File: config.mk
export PLATFORM = sky130hd
export DESIGN_NAME = mul16_top
export DESIGN_NICKNAME = d
export VERILOG_FILES = /design/src/mul_pkg.sv /design/src/array_mult8.sv /design/src/cla_group4.sv /design/src/cla_adder32.sv /design/src/mul16_compose.sv /design/src/mul_req_ack_ctrl.sv /design/src/mul16_top.sv
export VERILOG_INCLUDE_DIRS = /design/src /design/src/src
export SDC_FILE = /design/constraint.sdc
export NUM_CORES = 1
export LEC_CHECK = 0
export ABC_AREA = 1
export BUFFER_PORTS_ARGS = -buffer_cell sky130_fd_sc_hd__buf_2
export CORE_MARGIN = 3
export CORE_UTILIZATION = 60
export CTS_CLUSTER_DIAMETER = 200
export CTS_CLUSTER_SIZE = 20
export DETAILED_ROUTE_END_ITERATION = 7
export GPL_TIMING_DRIVEN = 0
export PLACE_DENSITY = 0.77
export SLEW_MARGIN = 15
export SYNTH_ARGS = -nofsm -noshare
export SYNTH_HDL_FRONTEND = slang
export SYNTH_SLANG_ARGS = --single-unit
File: constraint.sdc
create_clock -name clk -period 11.98 [get_ports clk]
set_clock_uncertainty 0.05 [all_clocks]
set_input_delay 2.396 -clock clk [delete_from_list [all_inputs] [get_ports clk]]
set_output_delay 2.396 -clock clk [all_outputs]
set_load 0.05 [all_outputs]
File: src/mul_cfg.svh
// Multiplier width configuration
// Operand, byte, partial product, product and lookahead group sizes

`ifndef MUL_CFG_SVH
`define MUL_CFG_SVH

// Operand and byte split
`define MUL_OPND_W 16
`define MUL_HALF_W 8

// Byte product and full product
`define MUL_PART_W 16
`define MUL_PROD_W 32

// Lookahead adder grouping, 8 groups of 4 bits
`define MUL_GRP_W 4
`define MUL_NUM_GRP 8

`endif

File: src/mul_pkg.sv
// Multiplier shared types
// Data words of the 16x16 multiplier and the handshake state

`include "mul_cfg.svh"

package mul_pkg;

  // Full operand as seen on the handshake port
  typedef logic [`MUL_OPND_W-1:0] operand_t;

  // One byte of an operand
  typedef logic [`MUL_HALF_W-1:0] half_t;

  // Exact product of two bytes
  typedef logic [`MUL_PART_W-1:0] part_prod_t;

  // Full product, also the adder word
  typedef logic [`MUL_PROD_W-1:0] product_t;

  // Four-phase handshake
  // LOAD is the single cycle where the core output settles
  typedef enum logic [1:0] {
    IDLE,
    LOAD,
    DONE
  } hs_state_t;

endpackage

File: src/array_mult8.sv
// Exact 8x8 unsigned array multiplier
// Carry-save rows of full and half adders over the AND plane,
// closed by a ripple row for the upper byte

`include "mul_cfg.svh"

module array_mult8 import mul_pkg::*; (
  input  half_t      x,
  input  half_t      y,
  output part_prod_t prod
);

  logic [`MUL_HALF_W-1:0] pp  [`MUL_HALF_W];
  logic [`MUL_HALF_W-1:0] s_r [`MUL_HALF_W];
  logic [`MUL_HALF_W-1:0] c_r [`MUL_HALF_W];
  logic [`MUL_HALF_W-2:0] rc;

  genvar r, j, k;

  // AND plane, row r is x weighted by y[r]
  for (r = 0; r < `MUL_HALF_W; r++) begin : g_and
    assign pp[r] = x & {`MUL_HALF_W{y[r]}};
  end

  // First row enters the array with no carries
  assign s_r[0] = pp[0];
  assign c_r[0] = '0;

  for (r = 1; r < `MUL_HALF_W; r++) begin : g_row
    for (j = 0; j < `MUL_HALF_W; j++) begin : g_col
      if (j == `MUL_HALF_W - 1) begin : g_ha
        // Top column has no sum coming down from the row above
        assign s_r[r][j] = pp[r][j] ^ c_r[r-1][j];
        assign c_r[r][j] = pp[r][j] & c_r[r-1][j];
      end else begin : g_fa
        assign s_r[r][j] = pp[r][j] ^ s_r[r-1][j+1] ^ c_r[r-1][j];
        assign c_r[r][j] = (pp[r][j] & s_r[r-1][j+1]) |
                           (pp[r][j] & c_r[r-1][j]) |
                           (s_r[r-1][j+1] & c_r[r-1][j]);
      end
    end
  end

  // Lower byte drops out of the rightmost column of each row
  for (r = 0; r < `MUL_HALF_W; r++) begin : g_low
    assign prod[r] = s_r[r][0];
  end

  // Ripple row merges the last sums and carries
  assign prod[`MUL_HALF_W] = s_r[`MUL_HALF_W-1][1] ^ c_r[`MUL_HALF_W-1][0];
  assign rc[0]             = s_r[`MUL_HALF_W-1][1] & c_r[`MUL_HALF_W-1][0];

  for (k = 1; k < `MUL_HALF_W - 1; k++) begin : g_rip
    assign prod[`MUL_HALF_W+k] = s_r[`MUL_HALF_W-1][k+1] ^ c_r[`MUL_HALF_W-1][k] ^ rc[k-1];
    assign rc[k] = (s_r[`MUL_HALF_W-1][k+1] & c_r[`MUL_HALF_W-1][k]) |
                   (s_r[`MUL_HALF_W-1][k+1] & rc[k-1]) |
                   (c_r[`MUL_HALF_W-1][k] & rc[k-1]);
  end

  // Top bit, an 8x8 product never carries past 16 bits
  assign prod[`MUL_PART_W-1] = c_r[`MUL_HALF_W-1][`MUL_HALF_W-1] ^ rc[`MUL_HALF_W-2];

endmodule

File: src/cla_group4.sv
// 4-bit carry-lookahead group
// Forms the internal carries from bit propagate/generate and the
// group carry-in, then the sum bits

`include "mul_cfg.svh"

module cla_group4 (
  input  logic [`MUL_GRP_W-1:0] prop,
  input  logic [`MUL_GRP_W-1:0] gen,
  input  logic                  cin,
  output logic [`MUL_GRP_W-1:0] sum
);

  logic [`MUL_GRP_W-1:0] c;

  // Carry into each bit of the group
  // gen[3] would only feed the group carry-out, which the
  // second lookahead level in the adder handles
  assign c[0] = cin;
  assign c[1] = gen[0] | (prop[0] & cin);
  assign c[2] = gen[1] | (prop[1] & gen[0]) | (prop[1] & prop[0] & cin);
  assign c[3] = gen[2] | (prop[2] & gen[1]) | (prop[2] & prop[1] & gen[0]) |
                (prop[2] & prop[1] & prop[0] & cin);

  assign sum = prop ^ c;

endmodule

File: src/cla_adder32.sv
// 32-bit two-level carry-lookahead adder
// Bit P/G, group P/G per 4-bit group, then a flat lookahead
// for every group carry. Carry-in is zero, carry-out not formed

`include "mul_cfg.svh"

module cla_adder32 import mul_pkg::*; (
  input  product_t x,
  input  product_t y,
  output product_t sum
);

  product_t p;
  product_t g;

  // Top group only produces sum bits, so no group P/G for it
  logic [`MUL_NUM_GRP-2:0] grp_p;
  logic [`MUL_NUM_GRP-2:0] grp_g;
  logic [`MUL_NUM_GRP-1:0] grp_c;

  genvar k;

  assign p = x ^ y;
  assign g = x & y;

  for (k = 0; k < `MUL_NUM_GRP - 1; k++) begin : g_pg
    assign grp_p[k] = &p[k*`MUL_GRP_W +: `MUL_GRP_W];
    assign grp_g[k] = g[k*`MUL_GRP_W+3] |
                      (p[k*`MUL_GRP_W+3] & g[k*`MUL_GRP_W+2]) |
                      (p[k*`MUL_GRP_W+3] & p[k*`MUL_GRP_W+2] & g[k*`MUL_GRP_W+1]) |
                      (p[k*`MUL_GRP_W+3] & p[k*`MUL_GRP_W+2] &
                       p[k*`MUL_GRP_W+1] & g[k*`MUL_GRP_W]);
  end

  // Second level lookahead
  // carry into group n is any lower group generating and
  // every group between it and n propagating
  always_comb begin
    logic term;
    grp_c = '0;
    for (int n = 1; n < `MUL_NUM_GRP; n++) begin
      for (int m = 0; m < n; m++) begin
        term = grp_g[m];
        for (int q = m + 1; q < n; q++) begin
          term = term & grp_p[q];
        end
        grp_c[n] = grp_c[n] | term;
      end
    end
  end

  for (k = 0; k < `MUL_NUM_GRP; k++) begin : g_grp
    cla_group4 u_grp (
      .prop (p[k*`MUL_GRP_W +: `MUL_GRP_W]),
      .gen  (g[k*`MUL_GRP_W +: `MUL_GRP_W]),
      .cin  (grp_c[k]),
      .sum  (sum[k*`MUL_GRP_W +: `MUL_GRP_W])
    );
  end

endmodule

File: src/mul16_compose.sv
// 16x16 unsigned multiplier core
// Four byte products, aligned and summed by two lookahead adders

`include "mul_cfg.svh"

module mul16_compose import mul_pkg::*; (
  input  operand_t a,
  input  operand_t b,
  output product_t sum
);

  half_t      a_lo, a_hi, b_lo, b_hi;
  part_prod_t ll, hl, lh, hh;
  product_t   word_hhll;
  product_t   shift_lh;
  product_t   shift_hl;
  product_t   sum_mid;

  assign a_lo = a[`MUL_HALF_W-1:0];
  assign a_hi = a[`MUL_OPND_W-1:`MUL_HALF_W];
  assign b_lo = b[`MUL_HALF_W-1:0];
  assign b_hi = b[`MUL_OPND_W-1:`MUL_HALF_W];

  array_mult8 u_lxl (.x(a_lo), .y(b_lo), .prod(ll));
  array_mult8 u_hxl (.x(a_hi), .y(b_lo), .prod(hl));
  array_mult8 u_lxh (.x(a_lo), .y(b_hi), .prod(lh));
  array_mult8 u_hxh (.x(a_hi), .y(b_hi), .prod(hh));

  // Low and high products do not overlap
  assign word_hhll = {hh, ll};

  // Cross products sit one byte up
  assign shift_lh = {{`MUL_HALF_W{1'b0}}, lh, {`MUL_HALF_W{1'b0}}};
  assign shift_hl = {{`MUL_HALF_W{1'b0}}, hl, {`MUL_HALF_W{1'b0}}};

  cla_adder32 u_add_lh (.x(word_hhll), .y(shift_lh), .sum(sum_mid));
  cla_adder32 u_add_hl (.x(sum_mid),   .y(shift_hl), .sum(sum));

endmodule

File: src/mul_req_ack_ctrl.sv
// Four-phase req/ack controller
// Captures operands on request, registers the core result one
// cycle later and holds it with ack until req drops

module mul_req_ack_ctrl import mul_pkg::*; (
  input  logic     clk,
  input  logic     rst_n,
  input  logic     req,
  input  operand_t a,
  input  operand_t b,
  input  product_t sum,
  output operand_t a_q,
  output operand_t b_q,
  output logic     ack,
  output product_t p
);

  hs_state_t state;
  logic      capture;

  assign capture = (state == IDLE) && req;

  always_ff @(posedge clk or negedge rst_n) begin
    if (!rst_n) begin
      state <= IDLE;
      ack   <= 1'b0;
      p     <= '0;
    end else begin
      case (state)
        IDLE: begin
          if (req) begin
            state <= LOAD;
          end
        end
        // Core output from a_q/b_q is valid here
        LOAD: begin
          state <= DONE;
          ack   <= 1'b1;
          p     <= sum;
        end
        // Hold ack and p until the requester lets go
        DONE: begin
          if (!req) begin
            state <= IDLE;
            ack   <= 1'b0;
          end
        end
        default: begin
          state <= IDLE;
          ack   <= 1'b0;
        end
      endcase
    end
  end

  // Operand registers feeding the core
  always_ff @(posedge clk) begin
    if (capture) begin
      a_q <= a;
      b_q <= b;
    end
  end

  a_ack_from_load: assert property (@(posedge clk) disable iff (!rst_n)
    $rose(ack) |-> $past(state) == LOAD);

  a_p_stable: assert property (@(posedge clk) disable iff (!rst_n)
    (ack && $past(ack)) |-> $stable(p));

  a_ack_release: assert property (@(posedge clk) disable iff (!rst_n)
    (ack && $fell(req)) |=> !ack);

endmodule

File: src/mul16_top.sv
// 16x16 multiplier with four-phase req/ack handshake
// Controller registers operands and product around the core

module mul16_top import mul_pkg::*; (
  input  logic     clk,
  input  logic     rst_n,
  input  logic     req,
  input  operand_t a,
  input  operand_t b,
  output logic     ack,
  output product_t p
);

  operand_t a_q;
  operand_t b_q;
  product_t core_sum;

  mul_req_ack_ctrl u_ctrl (
    .clk   (clk),
    .rst_n (rst_n),
    .req   (req),
    .a     (a),
    .b     (b),
    .sum   (core_sum),
    .a_q   (a_q),
    .b_q   (b_q),
    .ack   (ack),
    .p     (p)
  );

  mul16_compose u_core (
    .a   (a_q),
    .b   (b_q),
    .sum (core_sum)
  );

endmodule

# Word level (Yosys, flattened, before mapping)
# Index checks and enable logic that the tools add are counted.
# word_totals
latch_bits	0
word_cells	1911
n_memories	0
ram_bits	0
input_bits	35
out_inout_bits	33
regBits	67
rom_bits	0
# classes
div_mod_pow	0
bitwise	1881
muxes	5
order_cmp	0
mul	0
addsub	0
reduce_logical	16
shift	0
eq_ne	4
# ops
operator	n
$and 1x1->1	854
$or 1x1->1	558
$xor 1x1->1	416
$and 8x8->8	32
$xor 32x24->32	2
$xor 4x4->4	16
$and 31x24->31	2
$reduce_and 4->1	12
$pmux 2 s3	1
$mux 2	2
$ne 2x2->1 const B	2
$reduce_and 2->1	2
$pmux 1 s3	1
$eq 2x1->1 const B	1
$eq 2x2->1 const B	1
$logic_not 2->1	1
$logic_and 1x1->1	1
$mux 1	1
$not 1->1	1

# Depth between registers and ports, before layout
# logic_depth
word_depth	79
ltp_mapped	48
ltp_nobuf	46

# Hierarchy
# Synthesis repeated with hierarchy kept, for this count alone.
# unflattened
hier_cells	1592
hier_area_um2	12786.0
# modules_own_cells
module	area_per_inst_um2	cells_per_inst	n_inst
array_mult8	1778.0	215	4
mul_req_ack_ctrl	2324.7	179	1
cla_group4	106.4	21	16
cla_adder32	822.0	108	2
mul16_compose	3.8	1	1

# Least setup slack after synthesis
# Ideal clock, no wire load.
# synth_timing
path_kind	register to register
start	register u_ctrl.b_q[1]
end	register u_ctrl.p[29]
required_time_ns	11.796
t_arrival_ns	9.187
setup_ns	0.134
path_stages_with_launch	44
path_slack_ns	2.609
path_cell_list	edfxtp_1 -> clkbuf_1 -> clkbuf_1 -> nand2_1 -> inv_1 -> ha_1 -> inv_1 -> fa_1 -> inv_1 -> fa_1 -> fa_1 -> fa_1 -> inv_1 -> fa_1 -> inv_1 -> fa_1 -> ha_1 -> fa_1 -> (+8 left out) -> nand2_1 -> inv_1 -> nand2_1 -> nand2_1 -> nand2_1 -> nand3b_1 -> fa_1 -> xor2_1 -> ha_1 -> nand2_1 -> nor2_1 -> nand4_1 -> nand4_1 -> nand2_2 -> nor2_4 -> ha_1 -> xor2_1 -> o21ai_0
# synth_via
elab_chain_len	64
# synth_lines
element	line_no	rtl
start: declaration	mul_req_ack_ctrl.sv:13	output operand_t b_q,
start signal: assignment	mul_req_ack_ctrl.sv:60	b_q <= b;
$and 8x8->8	array_mult8.sv:22	assign pp[r] = x & {`MUL_HALF_W{y[r]}};
$xor 1x1->1 / $and 1x1->1 (equally long branches)	array_mult8.sv:36, array_mult8.sv:37	
$and 1x1->1 (on tied branches)	array_mult8.sv:37, array_mult8.sv:38	
$or 1x1->1	array_mult8.sv:37	assign c_r[r][j] = (pp[r][j] & s_r[r-1][j+1]) |
$or 1x1->1	array_mult8.sv:38	(pp[r][j] & c_r[r-1][j]) |
$and 1x1->1	array_mult8.sv:38	
$or 1x1->1	array_mult8.sv:37	
$or 1x1->1	array_mult8.sv:38	
(+43 left out)	--	
$xor 4x4->4	cla_group4.sv:25	assign sum = prop ^ c;
$xor 32x24->32	cla_adder32.sv:23	assign p = x ^ y;
$reduce_and 4->1	cla_adder32.sv:27	assign grp_p[k] = &p[k*`MUL_GRP_W +: `MUL_GRP_W];
$and 1x1->1	cla_adder32.sv:45	term = term & grp_p[q];
$or 1x1->1 (6 in series)	cla_adder32.sv:47	grp_c[n] = grp_c[n] | term;
$and 1x1->1	cla_group4.sv:20	assign c[1] = gen[0] | (prop[0] & cin);
$or 1x1->1	cla_group4.sv:20	
$xor 4x4->4 (*)	cla_group4.sv:25	
end signal: assignment	mul_req_ack_ctrl.sv:39	p <= sum;
end: declaration	mul_req_ack_ctrl.sv:15	output product_t p
# Mark *: on every way between the ends. The rest lies on a longest branch, timed or not.
# A chain may end at the register's enable or synchronous reset.

# Worst setup path after layout
# layout_timing
start	register u_ctrl.b_q[0]
end	register u_ctrl.p[29]
# Same word-level chain as after synthesis.

==> flow_summary.yaml <==
outcome:
  outcome: "complete, no violations"
worst_setup_path:
  endpoint_kind: "register"
  cp.arrival_ns: 10.97
  cp-start-kind: "register"
  crit_slowest_cell: "clkbuf_1"
  crit_top_cell: "fa_1"
  critPathKind: "register to register"
  critPathMaxFanout: 10
  path_buf_inv: 10
  crit_family: "adder cells"
  critPathRequiredTime_ns: 12.15
  critPathMaxStageDelay_ns: 0.68
clocking:
  htreeDepth: 3
  cts_setup_buffers: 0
  post_cts_resized: 0
  cts_made_buffers: 9
  cts_root_buffer: "clkbuf_16"
  ctsLongestPathBuffers: 2
  cts_tree: "yes"
  clk_pin_slew_worst_paths_ns: 0.07
  ctsHoldBuffers: 0
  insertion_delay_ns: 0.35
  clock_sinks: 67
logic_synthesis:
  yosys.area_share.simple_pct: 17.5
  synth_ff_type: "dfrtp_1"
  synth_top_family_by_area: "adder cells"
  yosysTopAreaCell: "fa_1"
  synth_xor_area_share_pct: 1.62
  synthesis.area_um2: 10800
  synth_cells: 1329
  synth_area_leaders: "fa_1 37%, inv_1 14%, nand2_1 13%"
  ys_seq_elements: 67
  synth_compound_area_share_pct: 2.16
  synth_edf_count: 32
  yosysUniqueCellTypes: 34
  yosysWarningCount: 0
  async_reset_ff_share_pct: 52.2
  syn_area_per_cell_um2: 8.11
  synth-adder-area-share_pct: 45.0
  syn_nets: 1632
  synth-seq-area-share_pct: 17.0
  synth_top_area_share_pct: 37.1
  muxShareOfSynthArea_pct: 0
sta:
  timing.final.crit_share_pct: 90.2
  setup_viol_count_final: 0
  worstMarginPinSlew_ns: 0.812
  max_freq_mhz: 92.5
  period_needed_ns: 10.81
  final-hold-violation-count: 0
  fin_tns_setup_ns: 0
  rsz0062_at_grt: "no"
  worst_slack_ns: 1.17
  slew_viol_final: 0
  holdWs_ns: 0.418
  relSlewSlack_pct: 45.9
route:
  via_per_inst: 4.93
  drtPass1Iterations: 5
  vias: 8083
  drc: 0
  ant_nets: 0
  wl_per_cell_um: 14.8
  wl_mm: 24.3
  drtIter0Drc: 503
global_routing:
  grt_pass1_wl_mm: 40.8
  antenna_found_initial: 0
  grt_max_degree: 36
  grt_usage_pct: 26.4
  grt_pass1_vias: 8169
  gr-total-overflow: 0
die:
  die_h_um: 140
  start_util_pct: 61.9
  die_area_um2: 19600
  rows: 48
  core_um2: 17400
  ios: 68
  die_width_um: 140
placement:
  io_buffers: 67
  hpwl_mm: 19.7
  place_congestion: 0.894
  dp_slack_ns: 1.30
flow_run:
  drv_cap: 0
layout:
  diodes: 0
  syn2layout_area_growth_pct: 8.54
  fillers: 1462
  drive_gt1_share_pct: 7.93
  final_nets: 1711
min_path:
  hold_class: "register to register"
[registers in the layout, summed over array words and instances, names as in the netlist]
name          cells
u_ctrl.a_q       16
u_ctrl.b_q       16
u_ctrl.state      2
u_ctrl.p         32
u_ctrl.ack        1
[placed cells by master (no fill, tap or decap), types with 2 or more instances in the layout]
cell | netlist | routed
inv_1 | 405 | 405
nand2_1 | 369 | 369
fa_1 | 200 | 200
clkbuf_1 | 69 | 69
ha_1 | 68 | 68
buf_2 | 0 | 67
dfrtp_1 | 35 | 35
edfxtp_1 | 32 | 32
nand3_1 | 25 | 25
nor2_1 | 22 | 21
o21ai_0 | 18 | 18
a21oi_1 | 15 | 15
xnor2_1 | 11 | 11
xor2_1 | 9 | 9
nand2_2 | 9 | 9
clkbuf_16 | 0 | 9
nand4_1 | 8 | 8
or2_0 | 3 | 3
nor2_2 | 3 | 3
a21oi_2 | 3 | 3
nor2_4 | 2 | 3
nand3_2 | 3 | 3
a31oi_1 | 3 | 3
nand3b_1 | 2 | 2
inv_2 | 2 | 2
nor3_1 | 2 | 2
or2_2 | 2 | 2
inv_6 | 0 | 2
clkinvlp_4 | 0 | 2
[worst register-to-register path: cells and delay by family (launching register included)]
kind            cells  cell delay, ns
compound gates      1            0.08
xor+xnor            2            0.31
flops               1            0.33
fa+ha+maj          18            6.79
simple gates       12            1.36
buf+inv            10            1.72
[worst paths after layout]
check,cells after the start,start,endpoint,slack [ns]
min,2,u_ctrl.p[4],u_ctrl.p[4],0.42
max,43,u_ctrl.b_q[0],u_ctrl.p[29],1.17
max in group asynchronous,1,rst_n,u_ctrl.p[22],9.33
min reg2reg,2,u_ctrl.p[4],u_ctrl.p[4],0.42
max reg2reg,43,u_ctrl.b_q[0],u_ctrl.p[29],1.17
min in group asynchronous,1,rst_n,u_ctrl.p[5],2.06
[per-layer routing]
layer | GRT usage, % | wire (um)
met1 | 36.1 | 10300
met3 | 3.86 | 1720
met4 | 9.84 | 896
met5 | 0 | 0
met2 | 43.5 | 11300
[Yosys cell counts (8+ instances only)]
cell type and n:
o21ai_0 18, inv_1 405, edfxtp_1 32, nand2_2 9, clkbuf_1 69, nand2_1 369, dfrtp_1 35, nand4_1 8
nor2_1 22, fa_1 200, nand3_1 25, ha_1 68, xor2_1 9, a21oi_1 15, xnor2_1 11
[cells by family (layout without fill, tap and decap cells)]
family,Yosys count,count (layout)
AO/OA/AOI/OAI,42,42
XOR/XNOR,20,20
buffers and inverters,477,561
flip-flops,67,67
adder cells (fa/ha/maj),268,268
AND/OR/NAND/NOR,455,455
[through the flow]
step	util [%]	cells	cell area [um^2]
after global routing	67.2	1638	11700
after CTS	67.2	1638	11700
after detailed placement	65.6	1622	11400
after global placement	65.5	1621	11400
after floorplan	-	1329	10800
final	67.2	1638	11700
[layout make-up]
class                           instances  area (um^2)  share of cell area (%)
Inverter                              407         1530                    13.1
Clock buffer                            9          225                    1.92
Tap cell                              225          282                    2.41
Clock inverter                          7         51.3                   0.438
Multi-Input combinational cell        785         7160                    61.1
Sequential cell                        67         1840                    15.7
Timing Repair Buffer                   68          355                    3.04
Buffer                                 70          270                    2.31
Power is left out: the tool's default activity adds up to more than one toggle a clock period on the data nets, which glitch-free logic cannot reach.
